**src/include/mac_consts.svh**
```systemverilog
`ifndef MAC_CONSTS_SVH
`define MAC_CONSTS_SVH

// Accumulator file size and index width
`define MAC_ACC_COUNT   4
`define MAC_ACC_BITS    2

// Command queue depth, equal to the sender's starting credits
`define MAC_CMD_DEPTH   4

// Result credits held by the cell after reset
`define MAC_RES_CREDITS 2

// Float field widths
`define FP8_EXP_BITS    5
`define FP8_MAN_BITS    2
`define FP16_EXP_BITS   5
`define FP16_MAN_BITS   10

// Both formats share one bias
`define FP_EXP_BIAS     15
`define FP_EXP_MAX      31

`endif

```
**src/rtl/mac_pkg.sv**
```systemverilog
`default_nettype none

`include "mac_consts.svh"

package mac_pkg;

    typedef enum logic [1:0] {
        LOAD = 2'd0,
        MAC  = 2'd1,
        READ = 2'd2
    } macOp_e;

    typedef logic [`MAC_ACC_BITS-1:0] accIdx_t;

    typedef struct packed {
        logic                     sign;
        logic [`FP8_EXP_BITS-1:0] exp;
        logic [`FP8_MAN_BITS-1:0] man;
    } fp8_t;

    typedef struct packed {
        logic                      sign;
        logic [`FP16_EXP_BITS-1:0] exp;
        logic [`FP16_MAN_BITS-1:0] man;
    } fp16_t;

    typedef struct packed {
        fp8_t a;
        fp8_t b;
    } fp8Pair_t;

    // Command word, a load value for LOAD or two operands for MAC
    typedef union packed {
        fp16_t    loadVal;
        fp8Pair_t pair;
    } cmdData_u;

endpackage

`default_nettype wire

```
**src/rtl/mac_ifs.sv**
```systemverilog
`timescale 1ns/10ps
`default_nettype none

// Decode to execute, one item per valid cycle
interface issueIf;
    import mac_pkg::*;

    logic     valid;
    macOp_e   op;
    accIdx_t  acc;
    cmdData_u data;

    modport issue (output valid, op, acc, data);
    modport pipe  (input valid, op, acc, data);
endinterface

// Execute to result, decode watches it to release accumulators
interface wbIf;
    import mac_pkg::*;

    logic    valid;
    macOp_e  op;
    accIdx_t acc;
    fp16_t   value;

    modport source  (output valid, op, acc, value);
    modport sink    (input valid, op, acc, value);
    modport monitor (input valid, acc);
endinterface

`default_nettype wire

```
**src/rtl/acc_result.sv**
```systemverilog
`timescale 1ns/10ps
`default_nettype none

`include "mac_consts.svh"

module accResult (
    input  logic             clk,
    input  logic             rst_n,
    input  mac_pkg::accIdx_t accSel,
    output mac_pkg::fp16_t   accValue,
    output logic             resValid,
    output mac_pkg::fp16_t   resData,
    wbIf.sink                wb
);
    import mac_pkg::*;

    fp16_t accMem [`MAC_ACC_COUNT];
    logic  accWrite;

    // LOAD and MAC write back, READ only reports
    assign accWrite = wb.valid && (wb.op != READ);

    always_ff @(posedge clk) begin
        if (!rst_n) begin
            for (int i = 0; i < `MAC_ACC_COUNT; i++) begin
                accMem[i] <= '0;
            end
        end else if (accWrite) begin
            accMem[wb.acc] <= wb.value;
        end
    end

    // Combinational read for the execute stage
    assign accValue = accMem[accSel];

    // Result port follows the registered writeback, one cycle per READ
    assign resValid = wb.valid && (wb.op == READ);
    assign resData  = wb.value;

endmodule

`default_nettype wire

```
**src/rtl/cmd_decode.sv**
```systemverilog
`timescale 1ns/10ps
`default_nettype none

`include "mac_consts.svh"

module cmdDecode (
    input  logic              clk,
    input  logic              rst_n,
    input  logic              cmdValid,
    input  mac_pkg::macOp_e   cmdOp,
    input  mac_pkg::accIdx_t  cmdAcc,
    input  mac_pkg::cmdData_u cmdData,
    input  logic              resCredit,
    output logic              cmdCredit,
    issueIf.issue             issue,
    wbIf.monitor              wb
);
    import mac_pkg::*;

    localparam int PtrW  = $clog2(`MAC_CMD_DEPTH);
    localparam int CredW = $clog2(`MAC_RES_CREDITS + 1);

    macOp_e   qOp   [`MAC_CMD_DEPTH];
    accIdx_t  qAcc  [`MAC_CMD_DEPTH];
    cmdData_u qData [`MAC_CMD_DEPTH];

    logic [PtrW-1:0]           wrPtr;
    logic [PtrW-1:0]           rdPtr;
    logic [PtrW:0]             qCount;
    logic [`MAC_ACC_COUNT-1:0] pending;
    logic [CredW-1:0]          resCnt;
    logic                      headReady;
    logic                      issueFire;
    logic                      readFire;

    // Head waits while its accumulator has an op in flight
    assign headReady = (qCount != '0) && !pending[qAcc[rdPtr]];
    // A READ also needs a result credit in hand
    assign issueFire = headReady && ((qOp[rdPtr] != READ) || (resCnt != '0));
    assign readFire  = issueFire && (qOp[rdPtr] == READ);

    assign issue.valid = issueFire;
    assign issue.op    = qOp[rdPtr];
    assign issue.acc   = qAcc[rdPtr];
    assign issue.data  = qData[rdPtr];

    // Queue storage, sender credits keep it from overflowing
    always_ff @(posedge clk) begin
        if (cmdValid) begin
            qOp[wrPtr]   <= cmdOp;
            qAcc[wrPtr]  <= cmdAcc;
            qData[wrPtr] <= cmdData;
        end
    end

    always_ff @(posedge clk) begin
        if (!rst_n) begin
            wrPtr     <= '0;
            rdPtr     <= '0;
            qCount    <= '0;
            cmdCredit <= 1'b0;
        end else begin
            if (cmdValid) begin
                wrPtr <= wrPtr + 1'b1;
            end
            if (issueFire) begin
                rdPtr <= rdPtr + 1'b1;
            end
            qCount    <= qCount + (PtrW+1)'(cmdValid) - (PtrW+1)'(issueFire);
            // One credit back per command leaving the queue
            cmdCredit <= issueFire;
        end
    end

    // Scoreboard, one pending bit per accumulator
    always_ff @(posedge clk) begin
        if (!rst_n) begin
            pending <= '0;
        end else begin
            if (wb.valid) begin
                pending[wb.acc] <= 1'b0;
            end
            if (issueFire) begin
                pending[qAcc[rdPtr]] <= 1'b1;
            end
        end
    end

    // Credit is taken when a READ issues, so results never outrun credits
    always_ff @(posedge clk) begin
        if (!rst_n) begin
            resCnt <= CredW'(`MAC_RES_CREDITS);
        end else begin
            case ({resCredit, readFire})
                2'b10:   resCnt <= resCnt + 1'b1;
                2'b01:   resCnt <= resCnt - 1'b1;
                default: resCnt <= resCnt;
            endcase
        end
    end

endmodule

`default_nettype wire

```
**src/rtl/fp16_add.sv**
```systemverilog
`timescale 1ns/10ps
`default_nettype none

`include "mac_consts.svh"

module fp16Add (
    input  mac_pkg::fp16_t x,
    input  mac_pkg::fp16_t y,
    output mac_pkg::fp16_t sum
);
    import mac_pkg::*;

    localparam int WideW = `FP16_MAN_BITS + 4;

    fp16_t big, smallOp;
    logic  xNan, xInf, yNan, yInf;
    logic  sumNan, anyInf, roundUp;
    logic [`FP16_EXP_BITS-1:0] bigExp, smallExp, expDiff;
    logic [WideW-1:0]          bigSig, smallSig, smallShift, smallAligned;
    logic                      alignSticky;
    logic [WideW:0]            rawSum;
    logic [4:0]                lz, shl;
    logic [WideW-1:0]          norm;
    logic [`FP16_EXP_BITS:0]   normExp, finalExp;
    logic [`FP16_MAN_BITS+1:0] rounded;
    logic [`FP16_MAN_BITS-1:0] finalMan;

    assign xNan   = (x.exp == `FP16_EXP_BITS'(`FP_EXP_MAX)) && (x.man != '0);
    assign xInf   = (x.exp == `FP16_EXP_BITS'(`FP_EXP_MAX)) && (x.man == '0);
    assign yNan   = (y.exp == `FP16_EXP_BITS'(`FP_EXP_MAX)) && (y.man != '0);
    assign yInf   = (y.exp == `FP16_EXP_BITS'(`FP_EXP_MAX)) && (y.man == '0);
    assign sumNan = xNan || yNan || (xInf && yInf && (x.sign != y.sign));
    assign anyInf = xInf || yInf;

    // Larger magnitude goes first and its sign wins
    assign big     = ({x.exp, x.man} >= {y.exp, y.man}) ? x : y;
    assign smallOp = ({x.exp, x.man} >= {y.exp, y.man}) ? y : x;

    assign bigExp   = (big.exp == '0) ? `FP16_EXP_BITS'(1) : big.exp;
    assign smallExp = (smallOp.exp == '0) ? `FP16_EXP_BITS'(1) : smallOp.exp;
    assign bigSig   = {big.exp != '0, big.man, 3'b000};
    assign smallSig = {smallOp.exp != '0, smallOp.man, 3'b000};
    assign expDiff  = bigExp - smallExp;

    // Bits shifted out of the smaller operand fold into sticky
    assign smallShift   = smallSig >> expDiff;
    assign alignSticky  = |(smallSig & ((WideW'(1) << expDiff) - WideW'(1)));
    assign smallAligned = {smallShift[WideW-1:1], smallShift[0] | alignSticky};

    assign rawSum = (big.sign == smallOp.sign) ? {1'b0, bigSig} + {1'b0, smallAligned} :
                                                 {1'b0, bigSig} - {1'b0, smallAligned};

    always_comb begin
        lz = 5'(WideW);
        for (int i = 0; i < WideW; i++) begin
            if (rawSum[i]) begin
                lz = 5'(WideW - 1 - i);
            end
        end
        if (rawSum[WideW]) begin
            // Carry out shifts one step right
            shl     = '0;
            norm    = {rawSum[WideW:2], rawSum[1] | rawSum[0]};
            normExp = (`FP16_EXP_BITS+1)'(bigExp) + 1'b1;
        end else begin
            // Left shift stops at the minimum exponent
            shl     = (lz > 5'(bigExp - 1'b1)) ? 5'(bigExp - 1'b1) : lz;
            norm    = rawSum[WideW-1:0] << shl;
            normExp = (`FP16_EXP_BITS+1)'(bigExp) - (`FP16_EXP_BITS+1)'(shl);
        end
    end

    assign roundUp = norm[2] && (norm[3] || norm[1] || norm[0]);
    assign rounded = {1'b0, norm[WideW-1:3]} + (`FP16_MAN_BITS+2)'(roundUp);

    // Renormalize after a rounding carry
    always_comb begin
        if (rounded[`FP16_MAN_BITS+1]) begin
            finalExp = normExp + 1'b1;
            finalMan = rounded[`FP16_MAN_BITS:1];
        end else begin
            // No hidden bit means subnormal
            finalExp = rounded[`FP16_MAN_BITS] ? normExp : '0;
            finalMan = rounded[`FP16_MAN_BITS-1:0];
        end
    end

    always_comb begin
        if (sumNan) begin
            sum = {big.sign, `FP16_EXP_BITS'(`FP_EXP_MAX), `FP16_MAN_BITS'(1)};
        end else if (anyInf || (finalExp >= (`FP16_EXP_BITS+1)'(`FP_EXP_MAX))) begin
            sum = {big.sign, `FP16_EXP_BITS'(`FP_EXP_MAX), `FP16_MAN_BITS'(0)};
        end else if (rounded == '0) begin
            // Exact cancellation gives +0 unless both were negative
            sum = {x.sign & y.sign, `FP16_EXP_BITS'(0), `FP16_MAN_BITS'(0)};
        end else begin
            sum = {big.sign, finalExp[`FP16_EXP_BITS-1:0], finalMan};
        end
    end

endmodule

`default_nettype wire

```
**src/rtl/fp8_multiply.sv**
```systemverilog
`timescale 1ns/10ps
`default_nettype none

`include "mac_consts.svh"

module fp8Multiply (
    input  mac_pkg::fp8_t  a,
    input  mac_pkg::fp8_t  b,
    output mac_pkg::fp16_t product
);
    localparam int SigW   = `FP8_MAN_BITS + 1;
    localparam int ProdW  = 2 * SigW;
    // Hidden bit, mantissa, then guard, round and sticky
    localparam int WideW  = `FP16_MAN_BITS + 4;
    localparam int ExpAdj = `FP_EXP_BIAS + 2 * `FP8_MAN_BITS;
    localparam logic signed [7:0] ExpMaxS = 8'(`FP_EXP_MAX);

    logic aNan, aInf, aZero;
    logic bNan, bInf, bZero;
    logic [`FP8_EXP_BITS-1:0] aExpEff, bExpEff;
    logic [SigW-1:0]          aSig, bSig;
    logic [ProdW-1:0]         prod, prodNorm;
    logic [2:0]               lead;
    logic signed [7:0]        expSum;
    logic [3:0]               shAmt;
    logic [WideW-1:0]         wide, shifted;
    logic                     sticky, roundUp, sign;
    logic [`FP16_MAN_BITS:0]  rounded;
    logic [`FP16_EXP_BITS-1:0] expOut;

    assign aNan  = (a.exp == `FP8_EXP_BITS'(`FP_EXP_MAX)) && (a.man != '0);
    assign aInf  = (a.exp == `FP8_EXP_BITS'(`FP_EXP_MAX)) && (a.man == '0);
    assign aZero = (a.exp == '0) && (a.man == '0);
    assign bNan  = (b.exp == `FP8_EXP_BITS'(`FP_EXP_MAX)) && (b.man != '0);
    assign bInf  = (b.exp == `FP8_EXP_BITS'(`FP_EXP_MAX)) && (b.man == '0);
    assign bZero = (b.exp == '0) && (b.man == '0);

    // Subnormals take exponent 1 and no hidden bit
    assign aExpEff = (a.exp == '0) ? `FP8_EXP_BITS'(1) : a.exp;
    assign bExpEff = (b.exp == '0) ? `FP8_EXP_BITS'(1) : b.exp;
    assign aSig    = {a.exp != '0, a.man};
    assign bSig    = {b.exp != '0, b.man};
    assign prod    = aSig * bSig;
    assign sign    = a.sign ^ b.sign;

    always_comb begin
        lead = '0;
        for (int i = 0; i < ProdW; i++) begin
            if (prod[i]) begin
                lead = 3'(i);
            end
        end
    end

    // Leading one moved to the top, exponent follows its position
    assign prodNorm = prod << (ProdW - 1 - lead);
    assign expSum   = $signed(8'(aExpEff) + 8'(bExpEff) + 8'(lead) - 8'(ExpAdj));

    // Right shift into the subnormal range
    always_comb begin
        if (expSum > 8'sd0) begin
            shAmt = '0;
        end else if (expSum <= -8'sd13) begin
            shAmt = 4'(WideW);
        end else begin
            shAmt = 4'(8'sd1 - expSum);
        end
    end

    assign wide    = {prodNorm, {(WideW - ProdW){1'b0}}};
    assign shifted = wide >> shAmt;
    assign sticky  = |(wide & ((WideW'(1) << shAmt) - WideW'(1)));
    assign roundUp = shifted[2] && (shifted[3] || shifted[1] || shifted[0] || sticky);
    assign rounded = shifted[WideW-1:3] + (`FP16_MAN_BITS+1)'(roundUp);
    // A rounding carry out of a subnormal lands on exponent 1
    assign expOut  = (expSum > 8'sd0) ? expSum[`FP16_EXP_BITS-1:0] :
                     `FP16_EXP_BITS'(rounded[`FP16_MAN_BITS]);

    always_comb begin
        if (aNan || bNan || (aInf && bZero) || (aZero && bInf)) begin
            product = {sign, `FP16_EXP_BITS'(`FP_EXP_MAX), `FP16_MAN_BITS'(1)};
        end else if (aInf || bInf) begin
            product = {sign, `FP16_EXP_BITS'(`FP_EXP_MAX), `FP16_MAN_BITS'(0)};
        end else if (aZero || bZero) begin
            product = {sign, `FP16_EXP_BITS'(0), `FP16_MAN_BITS'(0)};
        end else if (expSum >= ExpMaxS) begin
            product = {sign, `FP16_EXP_BITS'(`FP_EXP_MAX), `FP16_MAN_BITS'(0)};
        end else begin
            product = {sign, expOut, rounded[`FP16_MAN_BITS-1:0]};
        end
    end

endmodule

`default_nettype wire

```
**src/rtl/mac_cell_top.sv**
```systemverilog
`timescale 1ns/10ps
`default_nettype none

module macCellTop (
    input  logic              clk,
    input  logic              rst_n,
    // Command port
    input  logic              cmdValid,
    input  mac_pkg::macOp_e   cmdOp,
    input  mac_pkg::accIdx_t  cmdAcc,
    input  mac_pkg::cmdData_u cmdData,
    output logic              cmdCredit,
    // Result port
    output logic              resValid,
    output mac_pkg::fp16_t    resData,
    input  logic              resCredit
);
    import mac_pkg::*;

    accIdx_t accSel;
    fp16_t   accValue;

    issueIf issueBus ();
    wbIf    wbBus ();

    cmdDecode uDecode (
        .clk      (clk),
        .rst_n    (rst_n),
        .cmdValid (cmdValid),
        .cmdOp    (cmdOp),
        .cmdAcc   (cmdAcc),
        .cmdData  (cmdData),
        .resCredit(resCredit),
        .cmdCredit(cmdCredit),
        .issue    (issueBus.issue),
        .wb       (wbBus.monitor)
    );

    macExecute uExecute (
        .clk     (clk),
        .rst_n   (rst_n),
        .accValue(accValue),
        .accSel  (accSel),
        .issue   (issueBus.pipe),
        .wb      (wbBus.source)
    );

    accResult uResult (
        .clk     (clk),
        .rst_n   (rst_n),
        .accSel  (accSel),
        .accValue(accValue),
        .resValid(resValid),
        .resData (resData),
        .wb      (wbBus.sink)
    );

endmodule

`default_nettype wire

```
**src/rtl/mac_execute.sv**
```systemverilog
`timescale 1ns/10ps
`default_nettype none

module macExecute (
    input  logic             clk,
    input  logic             rst_n,
    input  mac_pkg::fp16_t   accValue,
    output mac_pkg::accIdx_t accSel,
    issueIf.pipe             issue,
    wbIf.source              wb
);
    import mac_pkg::*;

    fp16_t   mulProd;
    fp16_t   addSum;
    logic    s1Valid;
    macOp_e  s1Op;
    accIdx_t s1Acc;
    fp16_t   s1Operand;
    fp16_t   s1AccVal;

    fp8Multiply uMul (
        .a      (issue.data.pair.a),
        .b      (issue.data.pair.b),
        .product(mulProd)
    );

    // Accumulator is read in the issue cycle
    assign accSel = issue.acc;

    // Stage one, product or load value next to the old accumulator
    always_ff @(posedge clk) begin
        if (!rst_n) begin
            s1Valid <= 1'b0;
        end else begin
            s1Valid <= issue.valid;
        end
    end

    always_ff @(posedge clk) begin
        s1Op      <= issue.op;
        s1Acc     <= issue.acc;
        s1Operand <= (issue.op == LOAD) ? issue.data.loadVal : mulProd;
        s1AccVal  <= accValue;
    end

    fp16Add uAdd (
        .x  (s1Operand),
        .y  (s1AccVal),
        .sum(addSum)
    );

    // Stage two drives writeback
    always_ff @(posedge clk) begin
        if (!rst_n) begin
            wb.valid <= 1'b0;
        end else begin
            wb.valid <= s1Valid;
        end
    end

    always_ff @(posedge clk) begin
        wb.op  <= s1Op;
        wb.acc <= s1Acc;
        case (s1Op)
            MAC:     wb.value <= addSum;
            LOAD:    wb.value <= s1Operand;
            default: wb.value <= s1AccVal;
        endcase
    end

endmodule

`default_nettype wire

```
**config.mk**
```make
export PLATFORM = sky130hd
export DESIGN_NAME = macCellTop
export DESIGN_NICKNAME = d
export VERILOG_FILES = /design/src/rtl/mac_pkg.sv /design/src/rtl/mac_ifs.sv /design/src/rtl/acc_result.sv /design/src/rtl/cmd_decode.sv /design/src/rtl/fp16_add.sv /design/src/rtl/fp8_multiply.sv /design/src/rtl/mac_cell_top.sv /design/src/rtl/mac_execute.sv
export VERILOG_INCLUDE_DIRS = /design/src /design/src/include
export SDC_FILE = /design/constraint.sdc
export NUM_CORES = 1
export LEC_CHECK = 0
export BUFFER_PORTS_ARGS = -buffer_cell sky130_fd_sc_hd__clkbuf_2
export CAP_MARGIN = 20
export CORE_AREA = 10 10 196 198
export CTS_BUF_LIST = sky130_fd_sc_hd__clkbuf_4 sky130_fd_sc_hd__clkbuf_8
export CTS_CLUSTER_SIZE = 40
export DETAILED_ROUTE_END_ITERATION = 7
export DIE_AREA = 0 0 206 208
export PLACE_DENSITY_LB_ADDON = 0.12
export SLEW_MARGIN = 30
export SYNTH_ARGS = -nofsm -noshare
export SYNTH_HDL_FRONTEND = slang
export SYNTH_SLANG_ARGS = --single-unit
export TNS_END_PERCENT = 50
```
**constraint.sdc**
```tcl
create_clock -name clk -period 17.4 [get_ports clk]
set_clock_uncertainty 0.15 [all_clocks]
set_input_delay 2.61 -clock clk [delete_from_list [all_inputs] [get_ports clk]]
set_output_delay 2.61 -clock clk [all_outputs]
set_load 0.01 [all_outputs]
```
# Word level (Yosys, flattened, before mapping)
# Memories as Yosys holds them, arrays and structs flattened. A register that Yosys moved wholly into a read port is not among the register bits.
# Cells that the tools add are included.
# Widths: inputs -> output; s select.
dict set report word_totals {
  register_bits 55
  ram_bits 144
  inputBits 24
  output_inout_bits 18
  elab_cells 215
  mem_count 4
}
# memory depth word_bits rd rd_clocked_by_memory_dff wr line
set memory_table {}
lappend memory_table {uDecode.qData 4 16 1 1 1 cmd_decode.sv:25} ;# cmdData_u qData [`MAC_CMD_DEPTH];
lappend memory_table {uResult.accMem 4 16 1 1 4 acc_result.sv:17} ;# fp16_t accMem [`MAC_ACC_COUNT];
lappend memory_table {uDecode.qAcc 4 2 1 1 1 cmd_decode.sv:24} ;# accIdx_t qAcc [`MAC_CMD_DEPTH];
lappend memory_table {uDecode.qOp 4 2 1 1 1 cmd_decode.sv:23} ;# macOp_e qOp [`MAC_CMD_DEPTH];
dict set report classes {
  addsub 22
  mul 1
  order_cmp 10
  n_eq_ne 13
  shift 6
  mux 69
  bitwise 9
  reduce_logical 64
}
# operator count
set ops {}
lappend ops {{$mux 16} 7}
lappend ops {{$mux 5} 19}
lappend ops {{$mux 15} 5}
lappend ops {{$pmux 16 s2} 1}
lappend ops {{$shl 6x32->6} 1}
lappend ops {{$and 14x14->14} 2}
lappend ops {{$reduce_or 14->1} 2}
lappend ops {{$sub 14x1->14 const B} 2}
lappend ops {{$logic_and 1x1->1} 23}
lappend ops {{$eq 5x5->1 const B} 4}
lappend ops {{$logic_not 10->1} 2}
lappend ops {{$logic_not 5->1} 4}
lappend ops {{$mux 4} 5}
lappend ops {{$reduce_bool 10->1} 2}
lappend ops {{$reduce_bool 5->1} 4}
lappend ops {{$mux 6} 3}
lappend ops {{$mux 2} 8}
lappend ops {{$reduce_or 16->1} 1}
lappend ops {{$add 14x14->15} 1}
lappend ops {{$ge 15x15->1} 1}
lappend ops {{$logic_or 1x1->1} 15}
lappend ops {{$sub 14x14->15} 1}
lappend ops {{$mux 14} 1}
lappend ops {{$shl 1x4->14 const A} 1}
lappend ops {{other kinds (50)} 79}

# Depth between registers and ports, before layout
# Gate-level depths: netlist (run 1).
dict set report logic_depth {
  depth_word 41
  mapped_depth 73
  ltp_nobuf 64
}

# Hierarchy
# From an unflattened synthesis (run 1), not the netlist that was laid out.
dict set report unflattened {
  hier_cells 1804
  hier_area_um2 17315.4
}
# module instances cells_per_inst area_per_inst_um2 seq_area_each_um2
set by_module_without_submodules {}
lappend by_module_without_submodules {fp16Add 1 984 6324.8 0.0}
lappend by_module_without_submodules {cmdDecode 1 202 3826.2 2722.6}
lappend by_module_without_submodules {accResult 1 196 3543.4 1921.8}
lappend by_module_without_submodules {fp8Multiply 1 289 1849.3 0.0}
lappend by_module_without_submodules {macExecute 1 133 1771.7 1161.1}

# Worst setup path after synthesis (run 1)
# No wires, ideal clock.
dict set report synth_timing {
  kind {register to register}
  start {register, netlist name uExecute.s1AccVal[13]}
  end {register, netlist name uExecute.wb.value[6]}
  setup_ns 0.069
  arrival_ns 12.786
  required_time_ns 17.181
  path_slack_ns 4.394
  path_stages_with_launch 63
  path_cell_list {dfxtp_1 buf_2 inv_1 ha_1 nand4_1 nor3_2 a21o_1 buf_4 buf_1 clkbuf_1 o21ai_0 or3_1 nand2_1 inv_1 ha_1 fa_1 clkbuf_1 buf_1 (+27 left out) a21oi_1 nor3_4 inv_2 buf_6 buf_4 ha_1 nand2_1 fa_1 xnor2_1 nand2_1 nor2_1 nand3_1 and2_1 a31oi_1 o221ai_2 or3b_1 or4_1 o21ai_1}
}
dict set report synth_between {
  elab_chain_cells 41
  elab_cells_between_ends 66
  classes_between {9 x add/sub; 3 x order compare; 2 x eq/ne; 3 x shift; 29 x mux; 3 x bitwise; 17 x reduce/logical}
}
# item line
set synth_lines {}
lappend synth_lines {{$ge 15x15->1} {fp16_add.sv:36, fp16_add.sv:37}}
lappend synth_lines {{$mux 16 (on tied branches)} {fp16_add.sv:36, fp16_add.sv:37}}
lappend synth_lines {{$logic_not 5->1 (on tied branches)} {fp16_add.sv:39, fp16_add.sv:40}}
lappend synth_lines {{$mux 5 (on tied branches)} {fp16_add.sv:39, fp16_add.sv:40}}
lappend synth_lines {{$sub 5x5->5} fp16_add.sv:43} ;# assign expDiff = bigExp - smallExp;
lappend synth_lines {{$shl 1x5->14} fp16_add.sv:47} ;# assign alignSticky = |(smallSig & ((WideW'(1) << expDiff) - WideW'(1)));
lappend synth_lines {{$sub 14x1->14} fp16_add.sv:47}
lappend synth_lines {{$and 14x14->14} fp16_add.sv:47}
lappend synth_lines {{(+25 left out)} n/a}
lappend synth_lines {{$add 11x1->12} fp16_add.sv:74} ;# assign rounded = {1'b0, norm[WideW-1:3]} + (`FP16_MAN_BITS+2)'(roundUp);
lappend synth_lines {{$mux 6} fp16_add.sv:83} ;# finalExp = rounded[`FP16_MAN_BITS] ? normExp : '0;
lappend synth_lines {{$mux 6} fp16_add.sv:78} ;# if (rounded[`FP16_MAN_BITS+1]) begin
lappend synth_lines {{$ge 6x5->1} fp16_add.sv:91} ;# end else if (anyInf || (finalExp >= (`FP16_EXP_BITS+1)'(`FP_EXP_MAX))) begin
lappend synth_lines {{$logic_or 1x1->1} fp16_add.sv:91}
lappend synth_lines {{$mux 16} fp16_add.sv:91}
lappend synth_lines {{$mux 16 *} fp16_add.sv:89} ;# if (sumNan) begin
lappend synth_lines {{$pmux 16 s2 *} mac_execute.sv:65} ;# case (s1Op)
# Every way passes the cells marked *; elsewhere a longest branch is shown, timed or not.
# A chain may end at the register's enable or synchronous reset.

# Worst setup path after layout (run 1)
dict set report layout_timing {
  start {register, netlist name uExecute.s1AccVal[14]}
  end {register, netlist name uExecute.wb.value[6]}
}
dict set report layout_between {
  elab_chain_cells 41
  elab_cells_between_ends 66
  classes_between {9 x add/sub; 3 x order compare; 2 x eq/ne; 3 x shift; 29 x mux; 3 x bitwise; 17 x reduce/logical}
}
# item line
set layout_lines {}
lappend layout_lines {{$ge 15x15->1} {fp16_add.sv:36, fp16_add.sv:37}}
lappend layout_lines {{$mux 16 (on tied branches)} {fp16_add.sv:36, fp16_add.sv:37}}
lappend layout_lines {{$logic_not 5->1 (on tied branches)} {fp16_add.sv:39, fp16_add.sv:40}}
lappend layout_lines {{$mux 5 (on tied branches)} {fp16_add.sv:39, fp16_add.sv:40}}
lappend layout_lines {{$sub 5x5->5} fp16_add.sv:43}
lappend layout_lines {{$shl 1x5->14} fp16_add.sv:47}
lappend layout_lines {{$sub 14x1->14} fp16_add.sv:47}
lappend layout_lines {{$and 14x14->14} fp16_add.sv:47}
lappend layout_lines {{(+25 left out)} n/a}
lappend layout_lines {{$add 11x1->12} fp16_add.sv:74}
lappend layout_lines {{$mux 6} fp16_add.sv:83}
lappend layout_lines {{$mux 6} fp16_add.sv:78}
lappend layout_lines {{$ge 6x5->1} fp16_add.sv:91}
lappend layout_lines {{$logic_or 1x1->1} fp16_add.sv:91}
lappend layout_lines {{$mux 16} fp16_add.sv:91}
lappend layout_lines {{$mux 16 *} fp16_add.sv:89}
lappend layout_lines {{$pmux 16 s2 *} mac_execute.sv:65}
# Marks and branches as above.

==> results_dict.tcl, run 1 <==
set metrics [dict create \
    status "finished, final reports clean" \
    cpPeakStageDelay_ns 0.68 \
    synthXorXnorAreaFrac_pct 3.379 \
    synth_area_leader_cell "edfxtp_1" \
    rsz0062_at_grt "false" \
    synth_area_leaders "edfxtp_1 27%, dfxtp_1 9.2%, ha_1 6.7%" \
    fill_cells 3316 \
    viasPerCell 6.081 \
    slew_headroom_pct 38.15 \
    drtAntennaViolNets 0 \
    ctsHtreeMaxLevel 1 \
    whs_endpoint "uExecute.wb.acc[0]$_DFF_P_" \
    overflow 0 \
    crit_required_ns 17.73 \
    yosys.area_share.simple_pct 18.36 \
    wl_mm 45.81 \
    path_class "reg -> reg" \
    worstRegToRegCells 57 \
    synth_top_family_by_area "compound AO/OA/AOI/OAI gates" \
    num_vias 13480 \
    synthMuxAreaShare_pct 9.084 \
    synth-main-ff-cell "edfxtp_1" \
    io_pins 42 \
    yosysUniqueCellTypes 111 \
    drv_slew 0 \
    worst_ep_arrival_time_ns 15.88 \
    insertion_delay_ns 0.55 \
    async_flop_share_pct 0 \
    antenna_cells 0 \
    fin_crit_sh_pct 89.36 \
    cts_tree "yes" \
    worst_pin_slew_ns 0.9180 \
    hpwl_mm 34.53 \
    max_cap_viol_count 0 \
    cts_root_buffer "clkbuf_8" \
    first_global_vias 12710 \
    port_buffers 41 \
    synth_compound_area_share_pct 19.98 \
    holdBufCountCts 0 \
    first_pass_iters 7 \
    path_max_fanout 23 \
    rows 68 \
    grt_usage_pct 20.61 \
    tns_ns 0 \
    die_width_um 206 \
    die_y_um 208 \
    start_util_pct 46.32 \
    post_layout_nonfiller_instances 2216 \
    final_util_pct 49.87 \
    netlist_area_um2 15920 \
    finalSetupViolCount 0 \
    grt_max_degree 46 \
    startpoint_type "register" \
    wl_per_cell_um 20.67 \
    place.gp.congestion 0.9186 \
    hold_viol_final 0 \
    cts.sink_count 217 \
    avgSynthCellArea_um2 9.241 \
    dieArea_um2 42850 \
    postCtsResizedCells 0 \
    synth-edff-count 144 \
    layout_min_cycle_time_ns 15.55 \
    fmaxAchievable_mhz 64.32 \
    synthDominantCellAreaShare_pct 27.16 \
    hold_depth 0 \
    cts_buffers 31 \
    dp_cells 2158 \
    r2r-start "uExecute.s1AccVal[14]$_DFF_P_" \
    area_growth_pct 7.662 \
    hold_path.class "reg -> reg" \
    r2r_end "uExecute.wb.value[6]$_DFF_P_" \
    antenna_found_initial 0 \
    yosys.area_share.adder_pct 7.937 \
    fp.coreArea_um2 34370 \
    clk_pin_slew_ns 0.07 \
    nets 1855 \
    drc 0 \
    layout_commonest_cell "nand2_1" \
    yosysSeqAreaShare_pct 36.34 \
    drive_gt1_share_pct 12.61 \
    netlist_instances 1723 \
    cpMostUsedCell "ha_1" \
    final_cell_mix "178 x nand2_1, 167 x nor2_1, 144 x edfxtp_1, 113 x inv_1, 97 x a21oi_1" \
    critPathCaptureType "register" \
    synth_seq_cells 217 \
    critPathSlowestCell "xor2_2" \
    syn_nets 1842 \
    hp-start "uExecute.s1Acc[0]$_DFF_P_" \
    yosys_warnings 0 \
    clk_path_buf_depth 3 \
    postCtsSetupBuffers 0 \
    grt_pass1_wl_mm 71.91 \
    r2r_slack_ns 1.85 \
    drt_iter0_markers 1418 \
]
-- worst max-delay path, delay by kind of cell, from the launching register on --
kind,cells,cell delay [ns]
compound gates,21,4.07
xor+xnor,3,1.30
fa+ha+maj,7,2.49
buf+inv,6,1.24
flops,1,0.37
simple gates,20,5.80
-- per-layer routing --
layer | wire length (µm) | track usage, %
met1 | 21280 | 29.52
met2 | 20780 | 31.89
met3 | 2393 | 2.222
met4 | 1351 | 6.347
met5 | 0 | 0
-- flip-flops by register name, summed over array words and instances (netlist names), named ones only --
register,count
uExecute.wb.acc,2
uDecode.rdPtr,2
uExecute.s1Acc,2
uExecute.wb.valid,1
uResult.accMem,64
uExecute.s1AccVal,16
uDecode.qOp,8
uExecute.wb.value,16
uExecute.s1Op,2
uExecute.s1Valid,1
uDecode.qAcc,8
uDecode.qCount,3
uExecute.wb.op,2
uDecode.qData,64
uExecute.s1Operand,16
uDecode.resCnt,2
uDecode.pending,4
uDecode.wrPtr,2
-- worst max path at each step --
stage / startpoint / endpoint / slack (ns) / cells past startpoint
5_1_grt: uExecute.s1AccVal[13]$_DFF_P_ / uExecute.wb.value[6]$_DFF_P_ / 0.72 / 58
2_1_floorplan: uExecute.s1AccVal[13]$_DFF_P_ / uExecute.wb.value[6]$_DFF_P_ / 4.39 / 62
3_5_place_dp: uExecute.s1AccVal[13]$_DFF_P_ / uExecute.wb.value[6]$_DFF_P_ / 2.29 / 56
6_report: uExecute.s1AccVal[14]$_DFF_P_ / uExecute.wb.value[6]$_DFF_P_ / 1.85 / 57
3_3_place_gp: uExecute.s1AccVal[13]$_DFF_P_ / uExecute.wb.value[6]$_DFF_P_ / 2.71 / 56
4_1_cts: uExecute.s1AccVal[13]$_DFF_P_ / uExecute.wb.value[6]$_DFF_P_ / 2.22 / 59
-- cell families after synthesis --
kind of cell / Yosys count
AND/OR/NAND/NOR: 600
flip-flops: 217
XOR/XNOR: 55
AO/OA/AOI/OAI: 461
adder cells (fa/ha/maj): 95
multiplexers: 99
buffers and inverters: 196
-- through the flow --
| stage | area [µm²] | hold WS (ns) | setup WS, ns |
|---|---|---|---|
| 2_1_floorplan | 15920 | 0.1596 | 4.394 |
| 3_3_place_gp | 16490 | 0.1609 | 2.714 |
| 3_5_place_dp | 16490 | 0.1679 | 2.294 |
| 4_1_cts | 17140 | 0.1831 | 2.216 |
| 5_1_grt | 17140 | 0.1849 | 0.7207 |
| 6_report | 17140 | 0.1816 | 1.852 |
-- synthesized netlist by cell type (all sizes together) (21+ instances only) --
cell type / n
a21o: 24
nand4: 22
mux4: 35
o21ai: 105
nor3: 36
ha: 85
edfxtp: 144
nand2: 179
a31oi: 21
dfxtp: 73
and2: 26
buf: 33
a211oi: 27
nand3: 48
nor2: 171
xnor2: 43
mux2i: 50
clkbuf: 46
a21oi: 100
o211ai: 26
inv: 117
-- cell type report --
cell class	count	area (µm²)	share of cell area [%]
Sequential cell	217	5786	33.75
Multi-Input combinational cell	1310	9363	54.62
Inverter	117	439.2	2.562
Clock buffer	46	558.0	3.255
Tap cell	455	569.3	3.321
Clock inverter	12	86.33	0.5037
Timing Repair Buffer	59	340.3	1.985
Power of run 1 is not shown: default switching activity piles up to over one toggle a cycle in this logic, so the estimate is an artifact.
==> run 2: changes to the inputs <==
BUFFER_PORTS_ARGS = -buffer_cell sky130_fd_sc_hd__buf_2   (was -buffer_cell sky130_fd_sc_hd__clkbuf_2)
CELL_PAD_IN_SITES_DETAIL_PLACEMENT = 1   (was default)
CELL_PAD_IN_SITES_GLOBAL_PLACEMENT = 1   (was default)
SKIP_CTS_REPAIR_TIMING = 1   (was default)
==> run 2 against run 1 <==
Sequential share of layout area about the same. First-iteration DRC count is 49% lower. Largest cell class unchanged. Routed wire length is 11% higher.
==> results_dict.tcl, run 2 (synthesis results as in run 1) <==
set metrics [dict create \
    crit_required_ns 17.75 \
    layout_min_cycle_time_ns 15.66 \
    drv_slew 0 \
    num_vias 13750 \
    die_y_um 208 \
    path_max_fanout 21 \
    finalSetupViolCount 0 \
    r2r_slack_ns 1.74 \
    fin_crit_sh_pct 90.02 \
    cpPeakStageDelay_ns 0.62 \
    top_regs "uDecode.qData: 64 flops, uResult.accMem: 64 flops" \
    io_pins 42 \
    r2r-start "uExecute.s1AccVal[2]$_DFF_P_" \
    final_cell_mix "178 x nand2_1, 167 x nor2_1, 144 x edfxtp_1, 113 x inv_1, 97 x a21oi_1" \
    hold_depth 0 \
    start_util_pct 46.32 \
    ctsHtreeMaxLevel 1 \
    drt_iter0_markers 718 \
    antenna_cells 0 \
    layout_commonest_cell "nand2_1" \
    worstRegToRegCells 59 \
    fmaxAchievable_mhz 63.84 \
    insertion_delay_ns 0.57 \
    first_pass_iters 6 \
    hold_viol_final 0 \
    max_cap_viol_count 0 \
    overflow 0 \
    cts_buffers 31 \
    grt_max_degree 46 \
    clk_pin_slew_ns 0.06 \
    antenna_found_initial 0 \
    cpMostUsedCell "ha_1" \
    tns_ns 0 \
    grt_pass1_wl_mm 80.90 \
    place.gp.congestion 0.9168 \
    clk_path_buf_depth 3 \
    cts_root_buffer "clkbuf_8" \
    worst_ep_arrival_time_ns 16.02 \
    status "finished, final reports clean" \
    fin_ws_ns 1.736 \
    place_ws_ns 2.022 \
    port_buffers 41 \
    worst_pin_slew_ns 0.9252 \
    hold_path.class "reg -> reg" \
    viasPerCell 6.206 \
    critPathCaptureType "register" \
    fp.coreArea_um2 34370 \
    wl_per_cell_um 23.02 \
    wl_mm 50.98 \
    drc 0 \
    rsz0062_at_grt "false" \
    hpwl_mm 39.50 \
    hp-start "uExecute.s1Acc[0]$_DFF_P_" \
    critPathSlowestCell "nor3_4" \
    cts.sink_count 217 \
    startpoint_type "register" \
    whs_endpoint "uExecute.wb.acc[0]$_DFF_P_" \
    drtAntennaViolNets 0 \
    area_growth_pct 7.804 \
    dieArea_um2 42850 \
    first_global_vias 14390 \
    die_width_um 206 \
    grt_usage_pct 23.25 \
    drive_gt1_share_pct 12.84 \
    cts_tree "yes" \
    r2r_end "uExecute.wb.value[6]$_DFF_P_" \
    nets 1854 \
    rows 68 \
    slew_headroom_pct 37.67 \
    path_class "reg -> reg" \
]
[run 2: cell count changes in the layout (fill, tap and decap cells not counted), sizes merged]
cell | before | now
clkinvlp | 3 | 1
clkinv | 8 | 3
buf | 18 | 58
clkbuf | 87 | 53
[run 2: cell type report]
type	count	area [µm²]
Clock buffer	53	616.8
Clock inverter	5	51.30
Fill cell	3976	17210
Inverter	117	439.2
Multi-Input combinational cell	1310	9369
Sequential cell	217	5786
Tap cell	455	569.3
Timing Repair Buffer	58	332.8
[run 2: routing by layer]
layer  vias up  GRT usage [%]  share of wire [%]
met5         -              0                  0
met4         0          8.179                3.3
met3       103          2.129                3.6
met2       314          41.58                 51
met1      6893          28.33                 42
li1       6436              -                  -
[run 2: critical path: cells and delay by family, from the launching register on]
family	cells	cell delay (ns)
AO/OA/AOI/OAI	25	5.09
buffers and inverters	5	1.10
flip-flops	1	0.53
XOR/XNOR	2	0.75
adder cells (fa/ha/maj)	7	2.50
AND/OR/NAND/NOR	20	5.49
[run 2: worst max path at each step]
| stage | startpoint | endpoint | cells after the start |
|---|---|---|---|
| 2_1_floorplan | uExecute.s1AccVal[13]$_DFF_P_ | uExecute.wb.value[6]$_DFF_P_ | 62 |
| 6_report | uExecute.s1AccVal[2]$_DFF_P_ | uExecute.wb.value[6]$_DFF_P_ | 59 |
| 4_1_cts | uExecute.s1AccVal[2]$_DFF_P_ | uExecute.wb.value[6]$_DFF_P_ | 59 |
| 3_5_place_dp | uExecute.s1AccVal[2]$_DFF_P_ | uExecute.wb.value[6]$_DFF_P_ | 59 |
| 5_1_grt | uExecute.s1AccVal[14]$_DFF_P_ | uExecute.wb.value[2]$_DFF_P_ | 59 |
| 3_3_place_gp | uExecute.s1AccVal[2]$_DFF_P_ | uExecute.wb.value[2]$_DFF_P_ | 59 |
[run 2: metrics by stage]
step,area (µm²),util [%],cells,hold slack [ns]
floorplan,15920,-,1723,0.1596
global placement,16480,47.94,2157,0.1602
detailed placement,16490,47.97,2157,0.1635
CTS,17160,49.92,2215,0.1786
global route,17160,49.93,2215,0.1835
finish,17160,49.93,2215,0.1790
Power of run 2 is left out for the same reason.
